==> config.mk <==
export PLATFORM = sky130hd
export DESIGN_NAME = register_file
export DESIGN_NICKNAME = d
export VERILOG_FILES = /design/src/hdl/register_file.sv
export VERILOG_INCLUDE_DIRS = /design/src /design/src/hdl
export SDC_FILE = /design/constraint.sdc
export NUM_CORES = 2
export LEC_CHECK = 0
export BUFFER_PORTS_ARGS = -buffer_cell sky130_fd_sc_hd__buf_2
export CELL_PAD_IN_SITES_DETAIL_PLACEMENT = 1
export CELL_PAD_IN_SITES_GLOBAL_PLACEMENT = 1
export CORE_MARGIN = 2
export CORE_UTILIZATION = 40
export CTS_CLUSTER_SIZE = 16
export DETAILED_ROUTE_END_ITERATION = 8
export PLACE_DENSITY = 0.63
export SYNTH_ARGS = -nofsm -noshare
export SYNTH_HDL_FRONTEND = slang
export SYNTH_SLANG_ARGS = --single-unit
==> constraint.sdc <==
create_clock -name clk -period 10 [get_ports clk]
set_input_delay 2 -clock clk [delete_from_list [all_inputs] [get_ports clk]]
set_output_delay 2 -clock clk [all_outputs]
set_load 0.1 [all_outputs]
==> src/hdl/core_consts.svh <==
`ifndef CORE_CONSTS_SVH
`define CORE_CONSTS_SVH

// Datapath and instruction widths
`define XLEN        64
`define ILEN        32
`define NUM_REGS    32
`define REG_ADDR_W  5
`define SHAMT_W     6           // RV64 shifts use six bits
`define SP_REG      5'd2        // Stack pointer register, loaded at reset

// Major opcodes, instr[6:0]
`define OPC_OP      7'b0110011  // Register-register ALU
`define OPC_OP_IMM  7'b0010011  // Register-immediate ALU
`define OPC_LUI     7'b0110111
`define OPC_NONE    7'b0000000  // Never a valid RV64I opcode

// funct3, instr[14:12]
`define F3_ADD_SUB  3'b000
`define F3_SLL      3'b001
`define F3_SLT      3'b010
`define F3_SLTU     3'b011
`define F3_XOR      3'b100
`define F3_SRL_SRA  3'b101
`define F3_OR       3'b110
`define F3_AND      3'b111

// funct7, instr[31:25]
`define F7_BASE     7'b0000000
`define F7_ALT      7'b0100000  // Selects SUB and SRA

`endif

==> src/hdl/register_file.sv <==
`include "core_consts.svh"

module register_file (
  input  logic                   clk,
  input  logic                   reset,
  input  logic [`XLEN-1:0]       stackptr,
  input  logic [`REG_ADDR_W-1:0] rs1_addr,
  input  logic [`REG_ADDR_W-1:0] rs2_addr,
  output logic [`XLEN-1:0]       rs1_data,
  output logic [`XLEN-1:0]       rs2_data,
  input  logic                   wr_en,
  input  logic [`REG_ADDR_W-1:0] wr_addr,
  input  logic [`XLEN-1:0]       wr_data
);

  logic [`XLEN-1:0] regs [`NUM_REGS];

  // Reset loads the architectural start state
  always_ff @(posedge clk) begin
    if (reset) begin
      for (int i = 0; i < `NUM_REGS; i++) begin
        regs[i] <= '0;
      end
      regs[`SP_REG] <= stackptr;  // x2 starts at the stack top
    end else if (wr_en && wr_addr != '0) begin
      // x0 writes dropped here
      regs[wr_addr] <= wr_data;
    end
  end

  // Asynchronous read, x0 forced to zero
  assign rs1_data = (rs1_addr == '0) ? '0 : regs[rs1_addr];
  assign rs2_data = (rs2_addr == '0) ? '0 : regs[rs2_addr];

endmodule

==> run summary <==
Status: complete, no violations
Post-Layout Cell Count: 10583
Detailed placement HPWL: 233000 um
Synthesis-stage register bit count: 2048
Setup tns final: 0 ps
Setup-failing EPs final: 0
Drt total wl: 433000 um
Final Slew Violations: 0
DR DRC count: 0
Post-synth top cells: edfxtp_1 (2048), and2_1 (1925), mux4_2 (1034), clkbuf_1 (508), mux2i_1 (380)
1st-iter DRT viols: 10054
Largest regs: regs (2048)
Clock Sinks: 2048
Slew margin rel.: 13.6%
Maximum fanout along the worst path: 52
Layout area overhead: 11.3%
Remaining antenna violation count: 0
CTS Hold Bufs: 0
H-tree Lvls: 4
LEAKAGE: 41.8 nW
CTS root buffer: clkbuf_16
Crit share post-route: 77.2%
Data required time of the critical path: 8000 ps
Grt total ovfl: 0
Die Height: 525 um
Crit Path Class: in -> out
Pwr Density: 181 mW/mm^2
Antenna violations before repair: 53
Hold path cells: 2
Vias post-DR: 68946
Vias in the first global route: 70793
Worst Hold Path EP: regs[2][35]
CTS tree: done
Synthesized area per cell: 16.0 sq um
Postcts setup bufs: 0
Dpl cells: 10120
DR WL/cell: 40.9 um
Post-synth EDFFs: 2048
Hold Startpoint: stackptr[35]
Reg clk slew, reported paths: 60 ps
Most area-consuming cells after synthesis: edfxtp_1 (57%), mux4_2 (21%), and2_1 (11%)
Worst Setup Start Kind: primary input
Synth unique cells: 55
Most used standard cell by instance count after synthesis: edfxtp_1
Num CTS Buffers: 239
Post-CTS sizing: 0
Worst-margin pin slew: 1300 ps
Max reg flops: 2048
Hold slack: 1350 ps
Post-synth ARST share: 0%
Placeable Area: 0.271 sq mm
Max VDD drop: 0.151 mV
Fraction of layout instances using a drive strength above 1: 28.6%
Top reg by flops: regs
Total GRT Usage: 31.1%
Final net count: 6937
Ys Warns: 0
Die W: 525 um
FMAX: 130 MHz
Cell taking the most area after synthesis: edfxtp_1
CP endpoint kind: output pin
Initial core utilization: 40.2%
First-pass GRT wire length: 594000 um
CP arrival: 5720 ps
Die area: 0.276 sq mm
Largest net degree at the start of global routing: 116
Overall power: 0.0218 W
Synthesized instance count: 6791
Seq/Total Area, Yosys: 56.6%
Post-layout minimum cycle time: 7720 ps
RSZ-0062 raised after global routing: false
Hold WC Path Type: in -> reg
Primary FF master, synth: edfxtp_1
Num rows: 191
CTS Buffer Depth: 4
Share of the synthesized area in the top cell type: 56.6%
DR vias/cell: 6.51
# IOs: 274
Routability cong.: 0.837
Max-cap violations: 0
IO Port Bufs: 273
Mapped Area: 0.109 sq mm
Hold Vio Cnt, Final: 0
Drt pass-1 iters: 5
-- kinds of logic after synthesis --
logic type	share of synthesized area, %
AO/OA/AOI/OAI	2.19
flip-flops	56.6
multiplexers	26.1
buffers and inverters	3.05
other	0.00345
AND/OR/NAND/NOR	12.1
-- critical path, cell delays in order --
cell,delay [ps]
buf_8,420
buf_4,840
mux4_2,380
mux2i_1,80
o211a_1,250
a2111oi_2,1020
buf_2,590
-- where the power goes --
part / internal (W) / total (W) / switching, W
Combinational: 0.00108 / 0.00320 / 0.00212
Sequential: 0.00994 / 0.0102 / 0.000257
Clock: 0.00476 / 0.00845 / 0.00370
-- worst max path at each step --
stage	endpoint	start	slack (ps)	cells past startpoint
floorplan	rs1_data[13]	rs1_addr[0]	270	7
global placement	rs1_data[45]	rs1_addr[0]	2290	7
detailed placement	rs1_data[45]	rs1_addr[0]	2300	7
CTS	rs1_data[45]	rs1_addr[0]	2290	7
global route	rs1_data[45]	rs1_addr[0]	2040	7
finish	rs1_data[45]	rs1_addr[0]	2280	7
-- per-stage QoR --
stage	worst slack (ps)	util, %	instance area, sq um
6_report	2280	44.7	121000
5_1_grt	2040	44.7	121000
4_1_cts	2290	44.7	121000
3_5_place_dp	2300	42.0	114000
3_3_place_gp	2290	42.0	114000
2_1_floorplan	266	-	109000
-- final cells by class --
| type | count | area (sq um) |
|---|---|---|
| clock inverter | 120 | 990 |
| timing repair buffer | 454 | 3110 |
| inverter | 3 | 16.3 |
| clock buffer | 302 | 6240 |
| multi-input combinational | 4045 | 44500 |
| tap | 3570 | 4470 |
| sequential | 2048 | 61500 |
| antenna | 41 | 103 |
| fill | 25956 | 150000 |
-- cell usage in the layout (no fill, tap or decap), types with 28 or more instances in the layout --
cell type and n:
clkbuf_1 62, a21o_1 51, buf_2 262, mux2_2 110, clkinv_2 45, conb_1 64, mux2i_1 380, nor2_4 28
clkbuf_16 240, and2_1 1925, o22ai_1 69, or2_4 30, mux4_2 1034, o21ai_1 40, buf_4 159, edfxtp_1 2048
diode_2 41, clkinv_1 51, a2bb2oi_1 40
-- layer usage --
layer / vias up / wire length (um) / GRT usage (%)
li1: 26329 / - / -
met1: 37407 / 164000 / 40.7
met2: 4279 / 207000 / 51.2
met3: 917 / 39600 / 4.99
met4: 14 / 21500 / 13.3
met5: - / 82 / 0
Note: power is estimated with default switching activity, not from simulation.
