## src/hdl/core_consts.svh

```systemverilog
`ifndef CORE_CONSTS_SVH
`define CORE_CONSTS_SVH

// Datapath and instruction widths
`define XLEN        64
`define ILEN        32
`define NUM_REGS    32
`define REG_ADDR_W  5
`define SHAMT_W     6           // RV64 shifts use six bits
`define SP_REG      5'd2        // Stack pointer register, loaded at reset

// Major opcodes, instr[6:0]
`define OPC_OP      7'b0110011  // Register-register ALU
`define OPC_OP_IMM  7'b0010011  // Register-immediate ALU
`define OPC_LUI     7'b0110111
`define OPC_NONE    7'b0000000  // Never a valid RV64I opcode

// funct3, instr[14:12]
`define F3_ADD_SUB  3'b000
`define F3_SLL      3'b001
`define F3_SLT      3'b010
`define F3_SLTU     3'b011
`define F3_XOR      3'b100
`define F3_SRL_SRA  3'b101
`define F3_OR       3'b110
`define F3_AND      3'b111

// funct7, instr[31:25]
`define F7_BASE     7'b0000000
`define F7_ALT      7'b0100000  // Selects SUB and SRA

`endif

```

## src/hdl/core_pkg.sv

```systemverilog
`include "core_consts.svh"

package core_pkg;

  // Major opcodes the core understands, anything else decodes as other
  typedef enum logic [6:0] {
    OPCODE_OP     = `OPC_OP,
    OPCODE_OP_IMM = `OPC_OP_IMM,
    OPCODE_LUI    = `OPC_LUI,
    OPCODE_OTHER  = `OPC_NONE
  } opcode_e;

  // ALU operations, shared by OP, OP-IMM and LUI
  typedef enum logic [3:0] {
    ALU_ADD  = 4'd0,
    ALU_SUB  = 4'd1,
    ALU_SLL  = 4'd2,
    ALU_SLT  = 4'd3,
    ALU_SLTU = 4'd4,
    ALU_XOR  = 4'd5,
    ALU_SRL  = 4'd6,
    ALU_SRA  = 4'd7,
    ALU_OR   = 4'd8,
    ALU_AND  = 4'd9
  } alu_op_e;

  // Decoder output, one per instruction
  typedef struct packed {
    alu_op_e                op;
    logic [`REG_ADDR_W-1:0] rd;
    logic [`REG_ADDR_W-1:0] rs1;
    logic [`REG_ADDR_W-1:0] rs2;
    logic [`XLEN-1:0]       imm;      // Already sign extended
    logic                   use_imm;  // Second operand from imm instead of rs2
    logic                   illegal;
  } decoded_t;

  // Retired instruction as seen at the core boundary
  typedef struct packed {
    logic [`REG_ADDR_W-1:0] rd;
    logic [`XLEN-1:0]       value;    // Zero for illegal instructions
    logic                   illegal;
  } result_t;

endpackage

```

## src/hdl/instr_decoder.sv

```systemverilog
`include "core_consts.svh"

module instr_decoder (
  input  logic               clk,
  input  logic               reset,
  input  logic               instr_valid,
  input  logic [`ILEN-1:0]   instr,
  output logic               dec_valid,
  output core_pkg::decoded_t dec
);

  core_pkg::opcode_e  opc;
  core_pkg::decoded_t dec_next;
  logic [2:0]         funct3;
  logic [6:0]         funct7;
  logic [`XLEN-1:0]   imm_i;
  logic [`XLEN-1:0]   imm_u;
  logic               alt;          // funct7 carries the SUB/SRA encoding
  logic               alt_f3;       // funct3 has an alternate form
  logic               shift_op;
  logic               shamt_hi_ok;  // instr[31:26] legal for a 64-bit shift

  // funct3 to ALU op, alt picks SUB or SRA where one exists
  function automatic core_pkg::alu_op_e alu_from_f3(input logic [2:0] f3, input logic sel_alt);
    core_pkg::alu_op_e op;
    case (f3)
      `F3_ADD_SUB: op = sel_alt ? core_pkg::ALU_SUB : core_pkg::ALU_ADD;
      `F3_SLL:     op = core_pkg::ALU_SLL;
      `F3_SLT:     op = core_pkg::ALU_SLT;
      `F3_SLTU:    op = core_pkg::ALU_SLTU;
      `F3_XOR:     op = core_pkg::ALU_XOR;
      `F3_SRL_SRA: op = sel_alt ? core_pkg::ALU_SRA : core_pkg::ALU_SRL;
      `F3_OR:      op = core_pkg::ALU_OR;
      default:     op = core_pkg::ALU_AND;
    endcase
    return op;
  endfunction

  assign funct3 = instr[14:12];
  assign funct7 = instr[31:25];
  assign imm_i  = {{(`XLEN-12){instr[31]}}, instr[31:20]};
  assign imm_u  = {{(`XLEN-32){instr[31]}}, instr[31:12], 12'b0};  // LUI value

  assign alt      = funct7 == `F7_ALT;
  assign alt_f3   = funct3 == `F3_ADD_SUB || funct3 == `F3_SRL_SRA;
  assign shift_op = funct3 == `F3_SLL || funct3 == `F3_SRL_SRA;

  // funct7[0] is shamt[5] here, only the upper six bits are checked
  always_comb begin
    if (funct3 == `F3_SLL) begin
      shamt_hi_ok = {funct7[6:1], 1'b0} == `F7_BASE;
    end else begin
      shamt_hi_ok = {funct7[6:1], 1'b0} == `F7_BASE || {funct7[6:1], 1'b0} == `F7_ALT;
    end
  end

  // Opcode classification
  always_comb begin
    case (instr[6:0])
      `OPC_OP:     opc = core_pkg::OPCODE_OP;
      `OPC_OP_IMM: opc = core_pkg::OPCODE_OP_IMM;
      `OPC_LUI:    opc = core_pkg::OPCODE_LUI;
      default:     opc = core_pkg::OPCODE_OTHER;
    endcase
  end

  always_comb begin
    dec_next.op      = core_pkg::ALU_ADD;
    dec_next.rd      = instr[11:7];
    dec_next.rs1     = instr[19:15];
    dec_next.rs2     = instr[24:20];
    dec_next.imm     = imm_i;
    dec_next.use_imm = 1'b0;
    dec_next.illegal = 1'b0;
    case (opc)
      core_pkg::OPCODE_OP: begin
        dec_next.op      = alu_from_f3(funct3, alt);
        // Only ADD/SUB and SRL/SRA accept the alternate funct7
        dec_next.illegal = !(funct7 == `F7_BASE || (alt && alt_f3));
      end
      core_pkg::OPCODE_OP_IMM: begin
        dec_next.use_imm = 1'b1;
        if (shift_op) begin
          dec_next.op      = alu_from_f3(funct3, instr[30]);  // SRAI marker bit
          dec_next.illegal = !shamt_hi_ok;
        end else begin
          dec_next.op = alu_from_f3(funct3, 1'b0);  // No SUBI
        end
      end
      core_pkg::OPCODE_LUI: begin
        dec_next.rs1     = '0;           // x0 + imm
        dec_next.imm     = imm_u;
        dec_next.use_imm = 1'b1;
      end
      default: begin
        dec_next.illegal = 1'b1;  // Unknown opcode
      end
    endcase
  end

  // Strobe is cleared by reset, payload just follows accepted words
  always_ff @(posedge clk) begin
    if (reset) begin
      dec_valid <= 1'b0;
    end else begin
      dec_valid <= instr_valid;
    end
  end

  always_ff @(posedge clk) begin
    if (instr_valid) begin
      dec <= dec_next;
    end
  end

endmodule

```

## config.mk

```make
export PLATFORM = sky130hd
export DESIGN_NAME = instr_decoder
export DESIGN_NICKNAME = d
export VERILOG_FILES = /design/src/hdl/core_pkg.sv /design/src/hdl/instr_decoder.sv
export VERILOG_INCLUDE_DIRS = /design/src /design/src/hdl
export SDC_FILE = /design/constraint.sdc
export NUM_CORES = 1
export LEC_CHECK = 0
export BUFFER_PORTS_ARGS = -buffer_cell sky130_fd_sc_hd__buf_2
export CAP_MARGIN = 10
export CORE_ASPECT_RATIO = 1.2
export CORE_UTILIZATION = 45
export CTS_CLUSTER_SIZE = 28
export DETAILED_ROUTE_END_ITERATION = 16
export PLACE_DENSITY = 0.79
export RECOVER_POWER = 100
export SLEW_MARGIN = 20
export SYNTH_ARGS = -nofsm -noshare
export SYNTH_HDL_FRONTEND = slang
export SYNTH_SLANG_ARGS = --single-unit
export TNS_END_PERCENT = 30
```

## constraint.sdc

```tcl
create_clock -name clk -period 2.35 [get_ports clk]
set_clock_uncertainty 0.2 [all_clocks]
set_input_delay 0.47 -clock clk [delete_from_list [all_inputs] [get_ports clk]]
set_output_delay 0.47 -clock clk [all_outputs]
set_load 0.01 [all_outputs]
```

==> results of run 1 <==
[critical path, cell delays in order]
cell      delay [ps]
buf_2            100
nand2b_1         170
nor4_1           610
buf_4            460
nor2b_1          100
[cell usage after synthesis, types with 2 or more instances]
master	n	area share, %
nor3_1	4	0.85
nand2_1	2	0.32
nor2b_1	21	5.6
a21oi_1	3	0.63
buf_2	6	1.3
buf_4	33	10
nor2_1	3	0.48
edfxtp_1	53	67
nand2b_1	5	1.3
a21o_1	19	6.0
[per-stage QoR]
stage | hold WS, ps | instance area (µm²) | std cells | total power [mW]
after floorplan | 341.6 | 2366 | 164 | 1.363
after global placement | 425.7 | 2814 | 308 | 1.468
after detailed placement | 433.1 | 2814 | 308 | 1.478
after CTS | 97.74 | 2909 | 316 | 2.002
after global routing | 95.74 | 2776 | 316 | 2.042
final | 108.9 | 2776 | 316 | 1.949
[path summary, 6_finish.rpt]
kind / start / end / slack, ps / cells past startpoint
max: instr[6] / dec[2]$_SDFFCE_PN0P_ / 270 / 5
min: reset / dec_valid$_SDFF_PP0_ / 110 / 2
[cell usage in the layout (no fill, tap or decap), types with 2 or more instances in the layout]
master and n:
a21o_1 19, a21oi_1 3, buf_2 50, buf_4 2, clkbuf_1 69, clkbuf_2 3
clkbuf_8 6, edfxtp_1 53, nand2_1 2, nand2b_1 6, nor2_1 3, nor2b_1 20
nor3_1 4
[routing by layer]
| metal | track usage [%] | wire (µm) |
|---|---|---|
| met4 | 5.833 | 66 |
| met5 | 0 | 0 |
| met2 | 28.73 | 2322 |
| met3 | 3.750 | 324 |
| met1 | 18.17 | 1712 |
[power breakdown]
group,internal [mW],switching (mW),total (mW),leakage (nW)
clock,0.237,0.288,0.525,0.0472
combinational,0.0989,0.159,0.258,0.548
sequential,1.14,0.0270,1.17,0.526
[state kept, by name (all words and copies together), names as in the netlist]
| name | cells |
|---|---|
| dec | 53 |
| dec_valid | 1 |
[cells by family after synthesis]
family	count (synthesis)	share of synthesized area (%)
compound gates	28	8.990
flops	54	68.11
mux	1	0.4231
simple gates	40	10.42
buf+inv	41	12.06
[area by class of cell]
type / instances / area [µm²] / area share (%)
Sequential cell: 54 / 1612 / 58.04
Clock buffer: 6 / 82.58 / 2.974
Timing Repair Buffer: 124 / 539.3 / 19.42
Inverter: 1 / 3.754 / 0.1352
Tap cell: 60 / 75.07 / 2.704
Clock inverter: 2 / 12.51 / 0.4507
Multi-Input combinational cell: 69 / 451.7 / 16.27
==> flow_summary.yaml, run 1 <==
run_status:
  status: "finished clean"
synthesis:
  syn_inst: 164
  yosys_warnings: 0
  syn-num-nets: 199
  synthFlopType: "edfxtp_1"
  syn_area_per_cell_um2: 14.43
  yosysSeqAreaShare_pct: 68.11
  synth_edf_count: 53
  synth_cell_types: 25
  netlist_area_um2: 2366
  ys_seq_elements: 54
  async_flop_share_pct: 0
power:
  powerDensity_nw_per_um2: 701.9
  p_leak_nw: 1.121
  max-vdd-ir-drop_v: 0.0003322
grt:
  grt_pass1_wl_mm: 6.423
  grt_max_degree: 55
  gr-total-overflow: 0
  groute.usage.overall_pct: 16.03
  antenna_found_initial: 0
  grt_pass1_vias: 1344
die:
  die_area_um2: 5553
  ios: 121
  core_um2: 5010
  initial_utilization_pct: 47.23
  fp-row-count: 28
  fp.dieH_um: 81.43
  die_width_um: 68.20
detailed_routing:
  drt-initial-drc-count: 79
  wirelength_mm: 4.426
  drt_drc_violations_left: 0
  firstDrtPassIters: 4
  drtAntennaViolNets: 0
  vias: 1535
  wl_per_cell_um: 14.01
  vias_per_cell: 4.858
critical_path:
  crit_path_start_kind: "primary input"
  arrival_ps: 1920
  worst-setup-path-type: "in -> reg"
  crit_required_ps: 2190
  crit_path_end_kind: "flip-flop"
  path_max_fanout: 36
cts:
  cts_buffers: 5
  htreeDepth: 2
  cts_hold_buffers: 0
  post-cts-setup-buffers: 0
  cts_sinks: 54
  clk_root_buffer_cell: "clkbuf_8"
  clk_pin_slew_ps: 100
  ctsResizeCount: 0
  cts_tree: "built"
  cts_buffer_depth: 2
timing:
  setup_slack_ps: 269.4
  hold_viol: 0
  finalMaxSlewViolations: 0
  tns_ps: 0
  slew_headroom_pct: 12.95
  finalCriticalPeriod_ps: 2081
  rsz0062_at_grt: "no"
  worst_slew_pin_slew_ps: 1306
  min_period_over_period_pct: 88.54
  setup_viol: 0
  fmax_mhz: 480.6
finish:
  final_nets: 290
  fill_cells: 470
  num_antenna_cells: 0
  final_util_pct: 55.42
  syn_to_final_growth_pct: 17.35
  drive_above_1_share_pct: 25.39
place:
  pre_cts_ws_ps: 297.2
  place_congestion: 0.7144
  place.detailed.hpwl_mm: 3.147
  port_buffers: 120
job:
  max_cap_viol_count: 0
hold_path:
  hold_path.class: "in -> reg"
Note: power is estimated with default switching activity, not from simulation.
==> run 2: changes to the inputs <==
REMOVE_ABC_BUFFERS = 1   (was not set)
==> flow_summary.yaml, run 2 (synthesis gave the netlist of run 1 again) <==
cts:
  cts_sinks: 54
  post-cts-setup-buffers: 0
  cts_hold_buffers: 0
  clk_pin_slew_ps: 90
  cts_buffer_depth: 2
  clk_root_buffer_cell: "clkbuf_8"
  htreeDepth: 2
  cts_buffers: 5
  ctsResizeCount: 0
  cts_tree: "built"
finish:
  drive_above_1_share_pct: 26.95
  largest_register: "dec"
  multi_input_area_um2: 451.7
  final_nets: 290
  num_antenna_cells: 0
  final_cell_mix: "65 x clkbuf_1, 55 x buf_2, 53 x edfxtp_1, 20 x nor2b_1, 19 x a21o_1"
  register_area_um2: 1612
  largest_reg_flops: 53
  top_regs: "dec x53, dec_valid x1"
  instances_no_fill: 316
  layout_commonest_cell: "clkbuf_1"
  fill_cells: 457
  syn_to_final_growth_pct: 18.51
detailed_routing:
  drtAntennaViolNets: 0
  drt-initial-drc-count: 145
  vias: 1532
  vias_per_cell: 4.848
  wl_per_cell_um: 13.94
  firstDrtPassIters: 4
  drt_drc_violations_left: 0
  wirelength_mm: 4.406
critical_path:
  arrival_ps: 1950
  crit_family: "buffers and inverters"
  worst-path-buf-inv: 2
  cpPeakStageDelay_ps: 640
  worst_path_max_delay_cell: "clkbuf_2"
  cp_cell_sequence: "buf_2 -> nand2b_1 -> nor4_1 -> clkbuf_2 -> nor2b_1"
  crit_path_end_kind: "flip-flop"
  worst-setup-path-type: "in -> reg"
  path_max_fanout: 36
  crit_path_start_kind: "primary input"
  crit_required_ps: 2170
die:
  core_um2: 5010
  die_area_um2: 5553
  fp-row-count: 28
  initial_utilization_pct: 47.23
  ios: 121
  die_width_um: 68.20
  fp.dieH_um: 81.43
place:
  port_buffers: 120
  place_congestion: 0.7409
  dp.cells: 308
  place.detailed.hpwl_mm: 3.209
grt:
  antenna_found_initial: 0
  grt_pass1_wl_mm: 6.216
  groute.usage.overall_pct: 15.32
  grt_max_degree: 39
  gr-total-overflow: 0
  grt_pass1_vias: 1348
power:
  total_power_mw: 2.044
  powerDensity_nw_per_um2: 728.9
  p_leak_nw: 1.146
  max-vdd-ir-drop_v: 0.0002934
timing:
  rsz0062_at_grt: "no"
  min_period_over_period_pct: 90.60
  setup_viol: 0
  fin_hold_ws_ps: 123.9
  slew_headroom_pct: 42.04
  finalMaxSlewViolations: 0
  finalCriticalPeriod_ps: 2129
  fmax_mhz: 469.7
  hold_viol: 0
  worst_slew_pin_slew_ps: 869.3
job:
  max_cap_viol_count: 0
hold_path:
  hold_path.class: "in -> reg"
run_status:
  status: "finished clean"
run 2: stage by stage:
stage               setup TNS, ps  worst slack [ps]  utilization [%]  area, µm²
finish                          0             220.8            55.97       2804
global route                    0             18.81            55.97       2804
CTS                             0             311.5            58.49       2930
detailed placement              0             253.0            56.17       2814
global placement                0             310.7            56.17       2814
floorplan                  -50480             -1181                -       2085
run 2: layout make-up:
type                            instances  share of cell area, %
Sequential cell                        54                  57.47
Clock inverter                          1                  1.071
Inverter                                1                 0.1339
Multi-Input combinational cell         69                  16.11
Timing Repair Buffer                  124                  19.46
Clock buffer                            7                  3.079
Tap cell                               60                  2.677
run 2: where the power goes:
group	leakage, nW	switching (mW)	internal, mW
clock network	0.0585	0.271	0.347
logic	0.561	0.159	0.101
registers	0.526	0.0271	1.14
total	1.15	0.457	1.59
run 2: worst paths after layout:
kind / startpoint / endpoint / cells past startpoint
setup / recovery: instr[6] / dec[12]$_SDFFCE_PN0P_ / 5
hold / removal: reset / dec_valid$_SDFF_PP0_ / 2
run 2: routing by layer:
layer / wire, µm / global-route usage, % / vias up
met5: 0 / 0 / -
met4: 17 / 5.625 / 0
met3: 334 / 2.917 / 2
met2: 2348 / 27.35 / 79
met1: 1705 / 17.86 / 714
li1: - / - / 737
==> run 3: changes to the inputs <==
ABC_AREA = 1   (was not set)
CORE_UTILIZATION = 41   (was 45)
PLACE_DENSITY = 0.76   (was 0.79)
SLEW_MARGIN = 0   (was 20)
clock period = 1.9 ns   (was 2.35 ns; I/O delays follow)
==> flow_summary.yaml, run 3 <==
finish:
  final_cell_mix: "63 x buf_2, 58 x clkbuf_1, 53 x edfxtp_1, 31 x nor2_1, 27 x inv_1"
  top_regs: "dec x53, dec_valid x1"
  largest_reg_flops: 53
  drive_above_1_share_pct: 25.75
  layout_commonest_cell: "buf_2"
  register_area_um2: 1612
  final_nets: 333
  largest_register: "dec"
  multi_input_area_um2: 390.4
  syn_to_final_growth_pct: 17.33
  fill_cells: 577
  num_antenna_cells: 0
detailed_routing:
  drt-initial-drc-count: 81
  firstDrtPassIters: 4
  drtAntennaViolNets: 0
  drt_drc_violations_left: 0
  wirelength_mm: 4.587
  vias_per_cell: 4.319
  wl_per_cell_um: 12.10
  vias: 1637
critical_path:
  cpPeakStageDelay_ps: 620
  arrival_ps: 1260
  crit_family: "flip-flops"
  worst-setup-path-type: "reg -> out"
  worst-path-buf-inv: 2
  crit_path_start_kind: "flip-flop"
  crit_required_ps: 1320
  path_max_fanout: 18
  cp_cell_sequence: "buf_6 -> buf_2"
  crit_path_end_kind: "output pin"
  worst_path_max_delay_cell: "edfxtp_1"
synthesis:
  synthTopCellsByCount: "53 x edfxtp_1, 32 x buf_4, 30 x nor2_1, 27 x inv_1, 19 x nand2_1"
  synth_edf_count: 53
  synth_area_leader_cell: "edfxtp_1"
  synthFlopType: "edfxtp_1"
  netlist_area_um2: 2434
  ys_seq_elements: 54
  yosysSeqAreaShare_pct: 66.22
  synthTopCellsByArea: "edfxtp_1 65%, buf_4 9.9%, nor2_1 4.6%"
  async_flop_share_pct: 0
  yosys_warnings: 0
  synth_cell_types: 21
  syn_area_per_cell_um2: 11.99
  synth.most_common_cell: "edfxtp_1"
  syn_inst: 203
  synth_top_area_share_pct: 65.40
hold_path:
  hold_path.class: "in -> reg"
timing:
  hold_viol: 0
  worst_slew_pin_slew_ps: 1274
  tns_ps: 0
  finalCriticalPeriod_ps: 1844
  fmax_mhz: 542.4
  finalMaxSlewViolations: 0
  setup_slack_ps: 56.30
  fin_hold_ws_ps: 12.92
  rsz0062_at_grt: "yes"
  min_period_over_period_pct: 97.04
  setup_viol: 0
  slew_headroom_pct: 15.06
die:
  ios: 121
  initial_utilization_pct: 42.65
  die_width_um: 72.33
  core_um2: 5705
  die_area_um2: 6249
  fp-row-count: 30
  fp.dieH_um: 86.40
place:
  pre_cts_ws_ps: 146.9
  place.detailed.hpwl_mm: 3.263
  place_congestion: 0.8659
  port_buffers: 120
cts:
  cts_sinks: 54
  clk_root_buffer_cell: "clkbuf_8"
  cts_buffers: 5
  cts_buffer_depth: 2
  clk_pin_slew_ps: 100
  cts_tree: "built"
  htreeDepth: 2
power:
  p_leak_nw: 1.220
  powerDensity_nw_per_um2: 840.4
  max-vdd-ir-drop_v: 0.0002971
grt:
  grt_pass1_vias: 1443
  grt_max_degree: 55
  grt_pass1_wl_mm: 6.734
  groute.usage.overall_pct: 14.24
  gr-total-overflow: 0
  antenna_found_initial: 0
job:
  max_cap_viol_count: 0
run_status:
  status: "finished clean"
[run 3: per-layer routing]
metal  vias up  part of all wire, %  track usage, %
li1        824                    -               -
met1       743                   41           16.73
met2        64                   53           24.81
met3         6                  5.4           3.372
met4         0                  1.3           5.882
met5         -                    0               0
[run 3: cell families after synthesis]
kind of cell | share of synthesized area, %
compound gates | 6.067
buf+inv | 15.78
flops | 66.22
simple gates | 11.93
[run 3: report_power, final]
part           internal, mW  leakage, nW  switching, mW  total, mW
clock network         0.260       0.0422          0.371      0.631
logic                 0.118        0.652          0.214      0.332
registers              1.41        0.526         0.0278       1.44
[run 3: path summary, 6_finish.rpt]
check	start	to	cells after the start
worst max-delay path	dec[33]$_DFFE_PP_	dec[43]	2
worst min-delay path	reset	dec_valid$_SDFF_PP0_	2
[run 3: stage by stage]
| stage | total power [mW] | util, % | instance area [µm²] | std cells |
|---|---|---|---|---|
| floorplan | 1.617 | - | 2166 | 168 |
| global placement | 1.820 | 50.72 | 2894 | 370 |
| detailed placement | 1.830 | 50.72 | 2894 | 370 |
| CTS | 2.444 | 52.28 | 2983 | 378 |
| global route | 2.499 | 50.04 | 2855 | 379 |
| finish | 2.399 | 50.04 | 2855 | 379 |
[run 3: layout make-up]
class	count	area share, %
flip-flops and latches	54	56.44
repair buffers	123	19.24
multi-input cells	85	13.67
inverters	29	4.032
well taps	80	3.506
clock buffers	5	2.410
clock inverters	3	0.7011
[run 3: what timing repair did]
item	4_1_cts	5_1_grt
setup buffers	0	1
resized for setup	0	1
gates cloned	0	0
hold buffers	0	0
setup endpoints to repair	33	33
